<file path="src/source/st_video_pkg.sv">
// shared types, reset constants and register map of the mono video controller; imported by all RTL
package st_video_pkg;

	// horizontal or vertical pixel position
	typedef logic [9:0] count_t;

	// one video memory word, sixteen pixels
	typedef logic [15:0] word_t;

	// video word address
	typedef logic [22:0] vaddr_t;

	// one colour channel towards the dac
	typedef logic [5:0] colour_t;

	// palette entry 0
	// blue bit 0 doubles as the mono invert bit
	typedef struct packed {
		logic [2:0] red;
		logic [2:0] green;
		logic [2:0] blue;
	} pal_t;

	// screen base after reset, word address
	localparam vaddr_t BASE_ADDR = 23'h008000;

	// fixed by the width of word_t
	localparam int PIXELS_PER_WORD = 16;

	// register select/read-write bus address map
	typedef enum logic [5:0] {
		REG_BASE_HI  = 6'h00,
		REG_BASE_MID = 6'h01,
		REG_CNT_HI   = 6'h02,
		REG_CNT_MID  = 6'h03,
		REG_CNT_LO   = 6'h04,
		REG_PALETTE0 = 6'h20
	} reg_addr_e;

endpackage

</file>
<file path="src/source/st_video.sv">
// top level of the mono video controller; connects timing, fetch, shifter and register bank
`timescale 1ns/1ps

module st_video #(
	parameter int h_active   = 640,
	parameter int v_active   = 400,
	parameter int h_prefetch = 16,
	parameter int h_front    = 24,
	parameter int h_sync     = 40,
	parameter int h_back     = 128,
	parameter int v_front    = 55,
	parameter int v_sync     = 3,
	parameter int v_back     = 73
) (
	input  logic                   clk,
	input  logic                   ss,
	input  st_video_pkg::word_t    mem_data,
	input  logic                   reg_sel,
	input  logic                   reg_rw,
	input  logic [5:0]             reg_addr,
	input  st_video_pkg::word_t    reg_din,
	output logic                   mem_read,
	output st_video_pkg::vaddr_t   vaddr,
	output st_video_pkg::word_t    reg_dout,
	output logic                   de,
	output logic                   hs,
	output logic                   vs,
	output st_video_pkg::colour_t  video_r,
	output st_video_pkg::colour_t  video_g,
	output st_video_pkg::colour_t  video_b
);

	import st_video_pkg::*;

	count_t hcnt;
	count_t vcnt;
	logic   hsync;
	logic   vsync;
	logic   frame_end;
	word_t  word;
	vaddr_t base;
	logic   invert;

	// line marker only feeds frame_end inside the timing block
	video_timing #(
		.h_active(h_active), .v_active(v_active), .h_prefetch(h_prefetch),
		.h_front(h_front), .h_sync(h_sync), .h_back(h_back),
		.v_front(v_front), .v_sync(v_sync), .v_back(v_back)
	) u_timing (
		.clk(clk), .ss(ss), .hcnt(hcnt), .vcnt(vcnt), .hsync(hsync), .vsync(vsync),
		.line_end(), .frame_end(frame_end)
	);

	video_fetch #(
		.h_active(h_active), .v_active(v_active), .h_prefetch(h_prefetch)
	) u_fetch (
		.clk(clk), .ss(ss), .hcnt(hcnt), .vcnt(vcnt), .frame_end(frame_end), .base(base),
		.mem_data(mem_data), .mem_read(mem_read), .vaddr(vaddr), .word(word)
	);

	video_shifter #(
		.h_active(h_active), .v_active(v_active), .h_prefetch(h_prefetch)
	) u_shifter (
		.clk(clk), .ss(ss), .hcnt(hcnt), .vcnt(vcnt), .hsync(hsync), .vsync(vsync),
		.word(word), .invert(invert), .de(de), .hs(hs), .vs(vs),
		.video_r(video_r), .video_g(video_g), .video_b(video_b)
	);

	// live counter goes back in for read-back
	video_regs u_regs (
		.clk(clk), .ss(ss), .reg_sel(reg_sel), .reg_rw(reg_rw), .reg_addr(reg_addr),
		.reg_din(reg_din), .vaddr(vaddr), .reg_dout(reg_dout), .base(base), .invert(invert)
	);

endmodule

</file>
<file path="src/source/video_fetch.sv">
// memory fetch stage; requests one word per sixteen active pixels and hands it to the shifter
`timescale 1ns/1ps

module video_fetch #(
	parameter int h_active   = 640,
	parameter int v_active   = 400,
	parameter int h_prefetch = 16
) (
	input  logic                  clk,
	input  logic                  ss,
	input  st_video_pkg::count_t  hcnt,
	input  st_video_pkg::count_t  vcnt,
	input  logic                  frame_end,
	input  st_video_pkg::vaddr_t  base,
	input  st_video_pkg::word_t   mem_data,
	output logic                  mem_read,
	output st_video_pkg::vaddr_t  vaddr,
	output st_video_pkg::word_t   word
);

	import st_video_pkg::*;

	// fetch runs h_prefetch pixels ahead of the display window
	localparam count_t fetch_stop  = count_t'(h_active);
	localparam count_t fetch_lines = count_t'(v_active);

	logic read_q;

	// one read at the start of every word slot
	// prefetch distance equals one word of pixels
	assign mem_read = (hcnt < fetch_stop) && ((hcnt % h_prefetch) == 0) &&
		(vcnt < fetch_lines);

	// address counter
	// reset value matches the reset value of base in the register bank
	always_ff @(posedge clk or posedge ss) begin
		if (ss) begin
			read_q <= 1'b0;
			vaddr  <= BASE_ADDR;
		end else begin
			// data shows up one cycle after the request
			read_q <= mem_read;
			if (frame_end) begin
				vaddr <= base;
			end else if (mem_read) begin
				vaddr <= vaddr + 1'b1;
			end
		end
	end

	// holding register, filled at the end of the data cycle
	// next request may already be out while this one waits for the shifter
	always_ff @(posedge clk) begin
		if (read_q) begin
			word <= mem_data;
		end
	end

endmodule

</file>
<file path="src/source/video_regs.sv">
// register bank on the select/read-write bus; holds screen base and palette 0, reads back the counter
`timescale 1ns/1ps

module video_regs (
	input  logic                  clk,
	input  logic                  ss,
	input  logic                  reg_sel,
	input  logic                  reg_rw,
	input  logic [5:0]            reg_addr,
	input  st_video_pkg::word_t   reg_din,
	input  st_video_pkg::vaddr_t  vaddr,
	output st_video_pkg::word_t   reg_dout,
	output st_video_pkg::vaddr_t  base,
	output logic                  invert
);

	import st_video_pkg::*;

	reg_addr_e addr;
	logic [7:0] base_hi;
	logic [7:0] base_mid;
	pal_t       pal0;

	assign addr = reg_addr_e'(reg_addr);

	// base is aligned to 128 words, low bits not stored
	assign base   = {base_hi, base_mid, 7'b0000000};
	assign invert = pal0.blue[0];

	// writes on the clock edge with rw low
	always_ff @(posedge clk or posedge ss) begin
		if (ss) begin
			base_hi  <= BASE_ADDR[22:15];
			base_mid <= BASE_ADDR[14:7];
			// blue 7 means inverted mono, dark pixels for set bits
			pal0     <= '{red: 3'd0, green: 3'd0, blue: 3'b111};
		end else if (reg_sel && !reg_rw) begin
			case (addr)
				REG_BASE_HI:  base_hi <= reg_din[7:0];
				REG_BASE_MID: base_mid <= reg_din[7:0];
				REG_PALETTE0: begin
					pal0 <= '{red: reg_din[10:8], green: reg_din[6:4], blue: reg_din[2:0]};
				end
				// counter registers are read only
				default: ;
			endcase
		end
	end

	// read mux, zero outside a read cycle
	always_comb begin
		reg_dout = '0;
		if (reg_sel && reg_rw) begin
			case (addr)
				REG_BASE_HI:  reg_dout = {8'h00, base_hi};
				REG_BASE_MID: reg_dout = {8'h00, base_mid};
				REG_CNT_HI:   reg_dout = {8'h00, vaddr[22:15]};
				REG_CNT_MID:  reg_dout = {8'h00, vaddr[14:7]};
				// low counter bits sit one up, as on the original chip
				REG_CNT_LO:   reg_dout = {8'h00, vaddr[6:0], 1'b0};
				REG_PALETTE0: begin
					reg_dout = {5'h00, pal0.red, 1'b0, pal0.green, 1'b0, pal0.blue};
				end
				// unmapped reads return zero
				default:      reg_dout = '0;
			endcase
		end
	end

endmodule

</file>
<file path="src/source/video_shifter.sv">
// pixel shifter stage; serialises fetched words and registers display enable, sync and colours
`timescale 1ns/1ps

module video_shifter #(
	parameter int h_active   = 640,
	parameter int v_active   = 400,
	parameter int h_prefetch = 16
) (
	input  logic                   clk,
	input  logic                   ss,
	input  st_video_pkg::count_t   hcnt,
	input  st_video_pkg::count_t   vcnt,
	input  logic                   hsync,
	input  logic                   vsync,
	input  st_video_pkg::word_t    word,
	input  logic                   invert,
	output logic                   de,
	output logic                   hs,
	output logic                   vs,
	output st_video_pkg::colour_t  video_r,
	output st_video_pkg::colour_t  video_g,
	output st_video_pkg::colour_t  video_b
);

	import st_video_pkg::*;

	// visible window, delayed by the prefetch
	localparam count_t de_start = count_t'(h_prefetch);
	localparam count_t de_stop  = count_t'(h_active + h_prefetch);
	localparam count_t de_lines = count_t'(v_active);

	word_t   shreg;
	logic    en;
	logic    pixel;
	colour_t level;

	assign en = (hcnt >= de_start) && (hcnt < de_stop) && (vcnt < de_lines);

	// msb first
	assign pixel = shreg[PIXELS_PER_WORD - 1] ^ invert;

	// reload in the last pixel of a slot, shift otherwise
	always_ff @(posedge clk) begin
		if ((hcnt % PIXELS_PER_WORD) == PIXELS_PER_WORD - 1) begin
			shreg <= word;
		end else begin
			shreg <= shreg << 1;
		end
	end

	// output register, one cycle behind the counters
	always_ff @(posedge clk or posedge ss) begin
		if (ss) begin
			de    <= 1'b0;
			hs    <= 1'b1;
			vs    <= 1'b1;
			level <= '0;
		end else begin
			de    <= en;
			// syncs leave active low
			hs    <= ~hsync;
			vs    <= ~vsync;
			// black outside the window
			level <= {$bits(colour_t){en & pixel}};
		end
	end

	// mono, all channels equal
	assign video_r = level;
	assign video_g = level;
	assign video_b = level;

endmodule

</file>
<file path="src/source/video_timing.sv">
// raster timing generator; counts pixels and lines and decodes sync and end markers for later stages
`timescale 1ns/1ps

module video_timing #(
	parameter int h_active   = 640,
	parameter int v_active   = 400,
	parameter int h_prefetch = 16,
	parameter int h_front    = 24,
	parameter int h_sync     = 40,
	parameter int h_back     = 128,
	parameter int v_front    = 55,
	parameter int v_sync     = 3,
	parameter int v_back     = 73
) (
	input  logic                  clk,
	input  logic                  ss,
	output st_video_pkg::count_t  hcnt,
	output st_video_pkg::count_t  vcnt,
	output logic                  hsync,
	output logic                  vsync,
	output logic                  line_end,
	output logic                  frame_end
);

	import st_video_pkg::*;

	// last count of a line and of a frame
	localparam count_t h_last = count_t'(h_active + h_front + h_sync + h_back - 1);
	localparam count_t v_last = count_t'(v_active + v_front + v_sync + v_back - 1);

	// hsync window, shifted by the prefetch so it lines up with the shifted pixels
	localparam count_t hs_start = count_t'(h_active + h_front + h_prefetch);
	localparam count_t hs_stop  = count_t'(h_active + h_front + h_prefetch + h_sync);

	// vsync window in lines
	localparam count_t vs_start = count_t'(v_active + v_front);
	localparam count_t vs_stop  = count_t'(v_active + v_front + v_sync);

	// pixel and line counters
	always_ff @(posedge clk or posedge ss) begin
		if (ss) begin
			hcnt <= '0;
			vcnt <= '0;
		end else if (hcnt == h_last) begin
			hcnt <= '0;
			// line wrap advances the line counter
			if (vcnt == v_last) begin
				vcnt <= '0;
			end else begin
				vcnt <= vcnt + 1'b1;
			end
		end else begin
			hcnt <= hcnt + 1'b1;
		end
	end

	// sync pulses, active high here
	// the shifter inverts them for the outputs
	assign hsync = (hcnt >= hs_start) && (hcnt < hs_stop);
	assign vsync = (vcnt >= vs_start) && (vcnt < vs_stop);

	// end markers well behind the visible area
	// address reload happens here with no fetch pending
	assign line_end  = (hcnt == hs_start);
	assign frame_end = line_end && (vcnt == vs_start);

endmodule

</file>
<file path="config.mk">
export PLATFORM = sky130hd
export DESIGN_NAME = st_video
export DESIGN_NICKNAME = d
export VERILOG_FILES = /design/src/source/st_video_pkg.sv /design/src/source/st_video.sv /design/src/source/video_fetch.sv /design/src/source/video_regs.sv /design/src/source/video_shifter.sv /design/src/source/video_timing.sv
export SDC_FILE = /design/constraint.sdc
export NUM_CORES = 1
export LEC_CHECK = 0
export BUFFER_PORTS_ARGS = -buffer_cell sky130_fd_sc_hd__buf_2
export CAP_MARGIN = 20
export CORE_MARGIN = 2
export CORE_UTILIZATION = 50
export DETAILED_ROUTE_END_ITERATION = 16
export PLACE_DENSITY = 0.81
export SLEW_MARGIN = 10
export SYNTH_ARGS = -nofsm -noshare
export SYNTH_HDL_FRONTEND = slang
export SYNTH_SLANG_ARGS = --single-unit
</file>
<file path="constraint.sdc">
create_clock -name clk -period 2.3 [get_ports clk]
set_input_delay 0.46 -clock clk [delete_from_list [all_inputs] [get_ports clk]]
set_output_delay 0.46 -clock clk [all_outputs]
set_load 0.02 [all_outputs]
</file>
Word-level counts from Yosys, hierarchy flattened
Cells that the tools add are included.
{ "word_totals": {"output_inout_bits": 61, "wordCells": 64, "latch_bits": 0, "ramBits": 0, "mem_count": 0, "ff_bits": 105, "romBits": 0} }
{ "op_classes": {"order_cmp": 8, "add_sub_neg": 3, "n_mul": 0, "muxes": 7, "n_bitwise": 4, "n_reduce_logical": 16, "shift": 0, "n_div": 0, "n_eq_ne": 10} }
{ "ops": {"columns": ["cell", "count"], "rows": [
  ["case mux 11 bit (6 select lines)", 1],
  ["2-to-1 mux 23 bit", 2],
  ["zero test 32 bit", 1],
  ["2-to-1 mux 16 bit", 2],
  ["== test 10 bit, second input constant", 3],
  ["< comparator 10 bit, second input constant", 3],
  ["adder 23 x 1 -> 23 bit, second input constant", 1],
  ["adder 10 x 1 -> 10 bit, second input constant", 2],
  ["< comparator 10 x 9 -> 1 bit, second input constant", 2],
  ["2-to-1 mux 10 bit", 2],
  ["== test 6 x 2 -> 1 bit, second input constant", 2],
  ["== test 10 x 9 -> 1 bit, second input constant", 1],
  ["greater-or-equal comparator 10 bit, second input constant", 1],
  ["greater-or-equal comparator 10 x 5 -> 1 bit, second input constant", 1],
  ["greater-or-equal comparator 10 x 9 -> 1 bit, second input constant", 1],
  ["logical AND 1 bit", 9],
  ["== test 6 x 1 -> 1 bit, second input constant", 1],
  ["== test 6 x 3 -> 1 bit, second input constant", 1],
  ["== test 6 bit, second input constant", 1],
  ["zero test 6 bit", 1],
  ["AND reduction 2 bit", 3],
  ["== test 4 bit, second input constant", 1],
  ["NOT 1 bit", 2],
  ["nonzero test 2 bit", 1],
  ["other kinds (3)", 3]
]} }

Logic depth before layout (Yosys ltp)
{ "logic_depth": {"ltp_word": 5, "mapped_depth": 9, "mapped_depth_nobuf": 8} }

Hierarchy
From an unflattened synthesis, not the netlist that was laid out.
{ "unflattened": {"cells_unflattened": 492, "area_unflattened_um2": 5542.8} }
{ "modules_own_cells": {"columns": ["module", "instances", "cells_each", "area_per_inst_um2", "seq_area_each_um2"], "rows": [
  ["video_fetch", 1, 183, 1965.6, 1082.3],
  ["video_regs", 1, 128, 1577.8, 630.6],
  ["video_timing", 1, 113, 1123.6, 500.5],
  ["video_shifter", 1, 68, 875.8, 422.9]
]} }

Least setup slack after synthesis
No wires, ideal clock.
{ "synth_path": {"path_type": "input -> output", "start": "in reg_addr[5]", "end": "out reg_dout[3]", "setup_slack_ns": -0.022, "arrival_time_ns": 1.862, "path_buffers": 2, "stages": 7, "required_time_ns": 1.840, "cell_sequence": "buf_2 nor4_2 and2_0 clkbuf_1 or4_1 nand3_1 a21oi_1"} }
{ "synth_between": {"elab_chain_cells": 3, "elab_cells_between_ends": 8} }
{ "synth_rtl": {"columns": ["item", "line_no", "source"], "rows": [
  ["start, declared", "st_video.sv:20", "input logic [5:0] reg_addr,"],
  ["== test 6 bit (tied with other cells)", "video_regs.sv:54", "case (addr)"],
  ["case mux 11 bit (6 select lines) (*)", "video_regs.sv:54", null],
  ["2-to-1 mux 16 bit (*)", "video_regs.sv:53", "if (reg_sel && reg_rw) begin"],
  ["end, declared", "st_video.sv:24", "output st_video_pkg::word_t reg_dout,"]
]} }
Mark *: on every way between the ends. The rest lies on a longest branch, timed or not.

Final worst setup path
{ "layout_path": {"start": "in reg_addr[0]", "end": "out reg_dout[3]"} }
Same word-level chain as after synthesis.

==> results by group <==
Finish
  • Final cell count without fillers: between 700 and 800
  • Ant diodes: 0
  • Layout area overhead: 19.2%
  • Nets: 655
  • Fillers: 848
  • Fraction of layout cells with a size suffix above 1: 0.338

Power
  • Pleak: 2.95 nW
  • Pwr/cell area: roughly 540 mW/mm^2
  • Max VDD drop: 0.000396 V

Routing
  • ANT nets after route: 0
  • Drt drc: 0
  • Pre-antenna DRT Iters: 7
  • Vias per Instance: roughly 5.7
  • Via count: 4306
  • Per-cell routed wire length: 16.6 um
  • Total Wirelength: roughly 12000 um
  • Iteration-0 DRC count of the detailed router: about 440

Timing
  • Hold slack: 165 ps
  • Setup violators final: 10
  • Slew HR: 0.592
  • RSZ-0062 raised after global routing: true
  • Part of the cycle the worst path needs: 1.03
  • Final worst slack: -76.5 ps
  • Skew final: around 17 ps
  • Fmax: 421 MHz
  • Min cycle time layout: 2380 ps
  • Worst Max-Slew Pin Slew: 611 ps
  • Final hold viol count: 0
  • Max Slew Vio Count: 0

Floorplanning
  • Row count: 37
  • Starting Density: 0.511
  • DIE WIDTH: 106 um
  • IO Count: between 100 and 150
  • Die Height: 106 um
  • Die area: about 0.011 mm^2
  • Area of the core: a little over 0.01 mm^2

Clock network
  • CTS tree: yes
  • H-tree depth: 3
  • Clk sinks: approximately 110
  • Clock transition at the registers of the reported paths: 110 ps
  • Root buffer cell: clkbuf_8
  • Clock buffer depth: 2
  • Clk_lat worst skew: 380 ps
  • Hold-fix buffers, CTS: 0
  • Cts bufs inserted: 9

Placed design
  • Dpl cells: around 730
  • Final GP Congestion: roughly 0.9
  • DP HPWL: 8760 um
  • PortBufs: 92

Setup path
  • Crit path arrival time: 1920 ps
  • Crit path max-delay cell type: or4_4
  • CP required: 1840 ps
  • Crit. End Element: output pin
  • Worst-path fanout max: 3
  • Largest stage delay on the critical path: approximately 540 ps
  • Top cell family by delay on the critical path: simple AND/OR/NAND/NOR gates
  • Worst-path cell chain: buf_6 -> or2_4 -> or4_4 -> nor2_4 -> a22oi_1 -> a21oi_1 -> buf_4
  • Crit Path Class: in -> out
  • Buf/Inv on CP: 2
  • Startpoint types: primary input

Outcome
  • Status: finished, violations left
  • Violations in the final reports: setup timing

Synthesis
  • #FFs+latches synth: 105
  • YS warnings: 0
  • Post-synthesis sequential area ratio: 0.502
  • FFs w/ async S/R, synth: 0.695
  • EDFF count, synth: 16
  • Average cell area after synthesis: between 10 and 15 um^2
  • Ys flop type: dfrtp_1
  • Netlist Area Pre-Place: 0.00525 mm^2
  • Post-synth cell types: 60
  • Syn Inst Count: 510

Global routing
  • GRT overflow: 0
  • Vias in the first global route: 4014
  • First-pass GRT wire length: 19700 um
  • Initial antenna violation count: 0
  • Pin count of the biggest net entering global routing: between 70 and 80
  • GRT Util Overall: 0.221

Min path
  • Hold Crit Class: in -> async

Run
  • Max_cap viols: 0
## state kept, by name, summed over array words and instances (netlist names), 8 cells and up
signal,flops
u_regs.base_mid,8
u_regs.pal0,8
u_fetch.vaddr,23
u_fetch.word,16
u_timing.vcnt,10
u_regs.base_hi,8
u_shifter.shreg,16
u_timing.hcnt,10
## worst paths after layout
path,startpoint,depth (start not counted),slack (ps),to
min in group clk,mem_data[4],1,250,u_fetch.word[4]
max in group asynchronous,ss,3,1770,u_regs.invert
hold reg to reg,u_shifter.shreg[14],2,420,u_shifter.shreg[15]
hold / removal,ss,3,170,u_fetch.vaddr[18]
setup reg to reg,u_fetch.vaddr[6],5,250,u_fetch.vaddr[22]
setup / recovery,reg_addr[0],7,-80,reg_dout[3]
## worst min-delay path, delay by kind of cell
kind                   cells  cell delay (ps)
buffers and inverters      3              500
## report_power, final
group | internal (mW) | switching, mW
logic | 0.0953 | 0.130
clock network | 0.449 | 0.735
registers | 1.92 | 0.0397
## stage by stage
step                      TNS [ps]  area (um^2)  power, mW  setup slack, ps   util
after global routing          -822         6260       3.49             -149  0.609
after detailed placement      -414         5910       2.21             -100  0.575
after floorplan              -44.0         5270       2.14            -22.0      -
after global placement        -263         5910       2.20            -62.3  0.575
after CTS                        0         6160       3.39            0.741  0.599
final                         -385         6260       3.37            -76.5  0.609
## cells in the final DEF, fill, tap and decap left out, types with 8 or more instances in the layout
cell / n
mux2_2: 26
nand4_1: 8
nand3_1: 18
dfxtp_1: 16
edfxtp_1: 16
xnor2_1: 11
nor2_1: 24
xor2_1: 11
and2_1: 8
mux2_1: 15
a21oi_1: 15
buf_4: 40
o21ai_1: 9
clkbuf_8: 9
buf_2: 83
nand2_1: 90
dfrtp_1: 66
o21ai_0: 11
## synthesized netlist by cell type (all sizes together), types with 2 or more instances
master  instances  area [um^2]
dfstp           7          184
xnor2          11         96.3
a21oi          16         80.1
or2             2         12.5
and3            7         43.8
dfrtp          66         1650
nor2           26         97.6
or3             3         18.8
xor2           11         96.3
and4            5         43.8
o311ai          4         35.0
ha              5         62.6
a22o            2         17.5
nand3b          3         22.5
mux2           41          462
inv             7         26.3
nor2b           4         25.0
dfxtp          16          320
buf            37          240
a21o            2         15.0
nand4           9         71.3
a222oi          5         50.1
nand2          90          338
a22oi           4         30.0
and3b           2         17.5
nor4b           2         17.5
a31oi           3         18.8
nor4           12          126
a32oi           3         26.3
clkbuf         10         37.5
edfxtp         16          480
and2           12         75.1
nand3          21          123
or4             3         22.5
o21ai          20          100
nand2b          3         18.8
nor3            9         55.1
## logic make-up after synthesis
kind of cell | synth area share
AND/OR/NAND/NOR | 0.222
flip-flops | 0.502
AO/OA/AOI/OAI | 0.0789
buffers and inverters | 0.0579
multiplexers | 0.0898
XOR/XNOR | 0.0367
adder cells (fa/ha/maj) | 0.0119
other | 0.000714
## routing by layer
metal,up-vias,share of wire,GRT usage
li1,1980,-,-
met1,2064,0.42,0.294
met2,223,0.47,0.359
met3,39,0.083,0.0441
met4,0,0.029,0.0872
met5,-,0,0
## timing repair
action	4_1_cts	5_1_grt
resized for setup	7	24
gates cloned	0	0
hold endpoints to repair	0	0
setup buffers	1	1
setup endpoints to repair	7	12
pin swaps	0	15
## cell type report
| cell class | instances | area [um^2] | area share |
|---|---|---|---|
| inverters | 7 | 30.0 | 0.00480 |
| multi-input cells | 355 | 2400 | 0.384 |
| repair buffers | 130 | 803 | 0.128 |
| flip-flops and latches | 105 | 2640 | 0.421 |
| well taps | 136 | 170 | 0.0272 |
| clock inverters | 7 | 93.8 | 0.0150 |
| clock buffers | 9 | 124 | 0.0198 |
No activity file was read; power rests on OpenSTA's default activity.
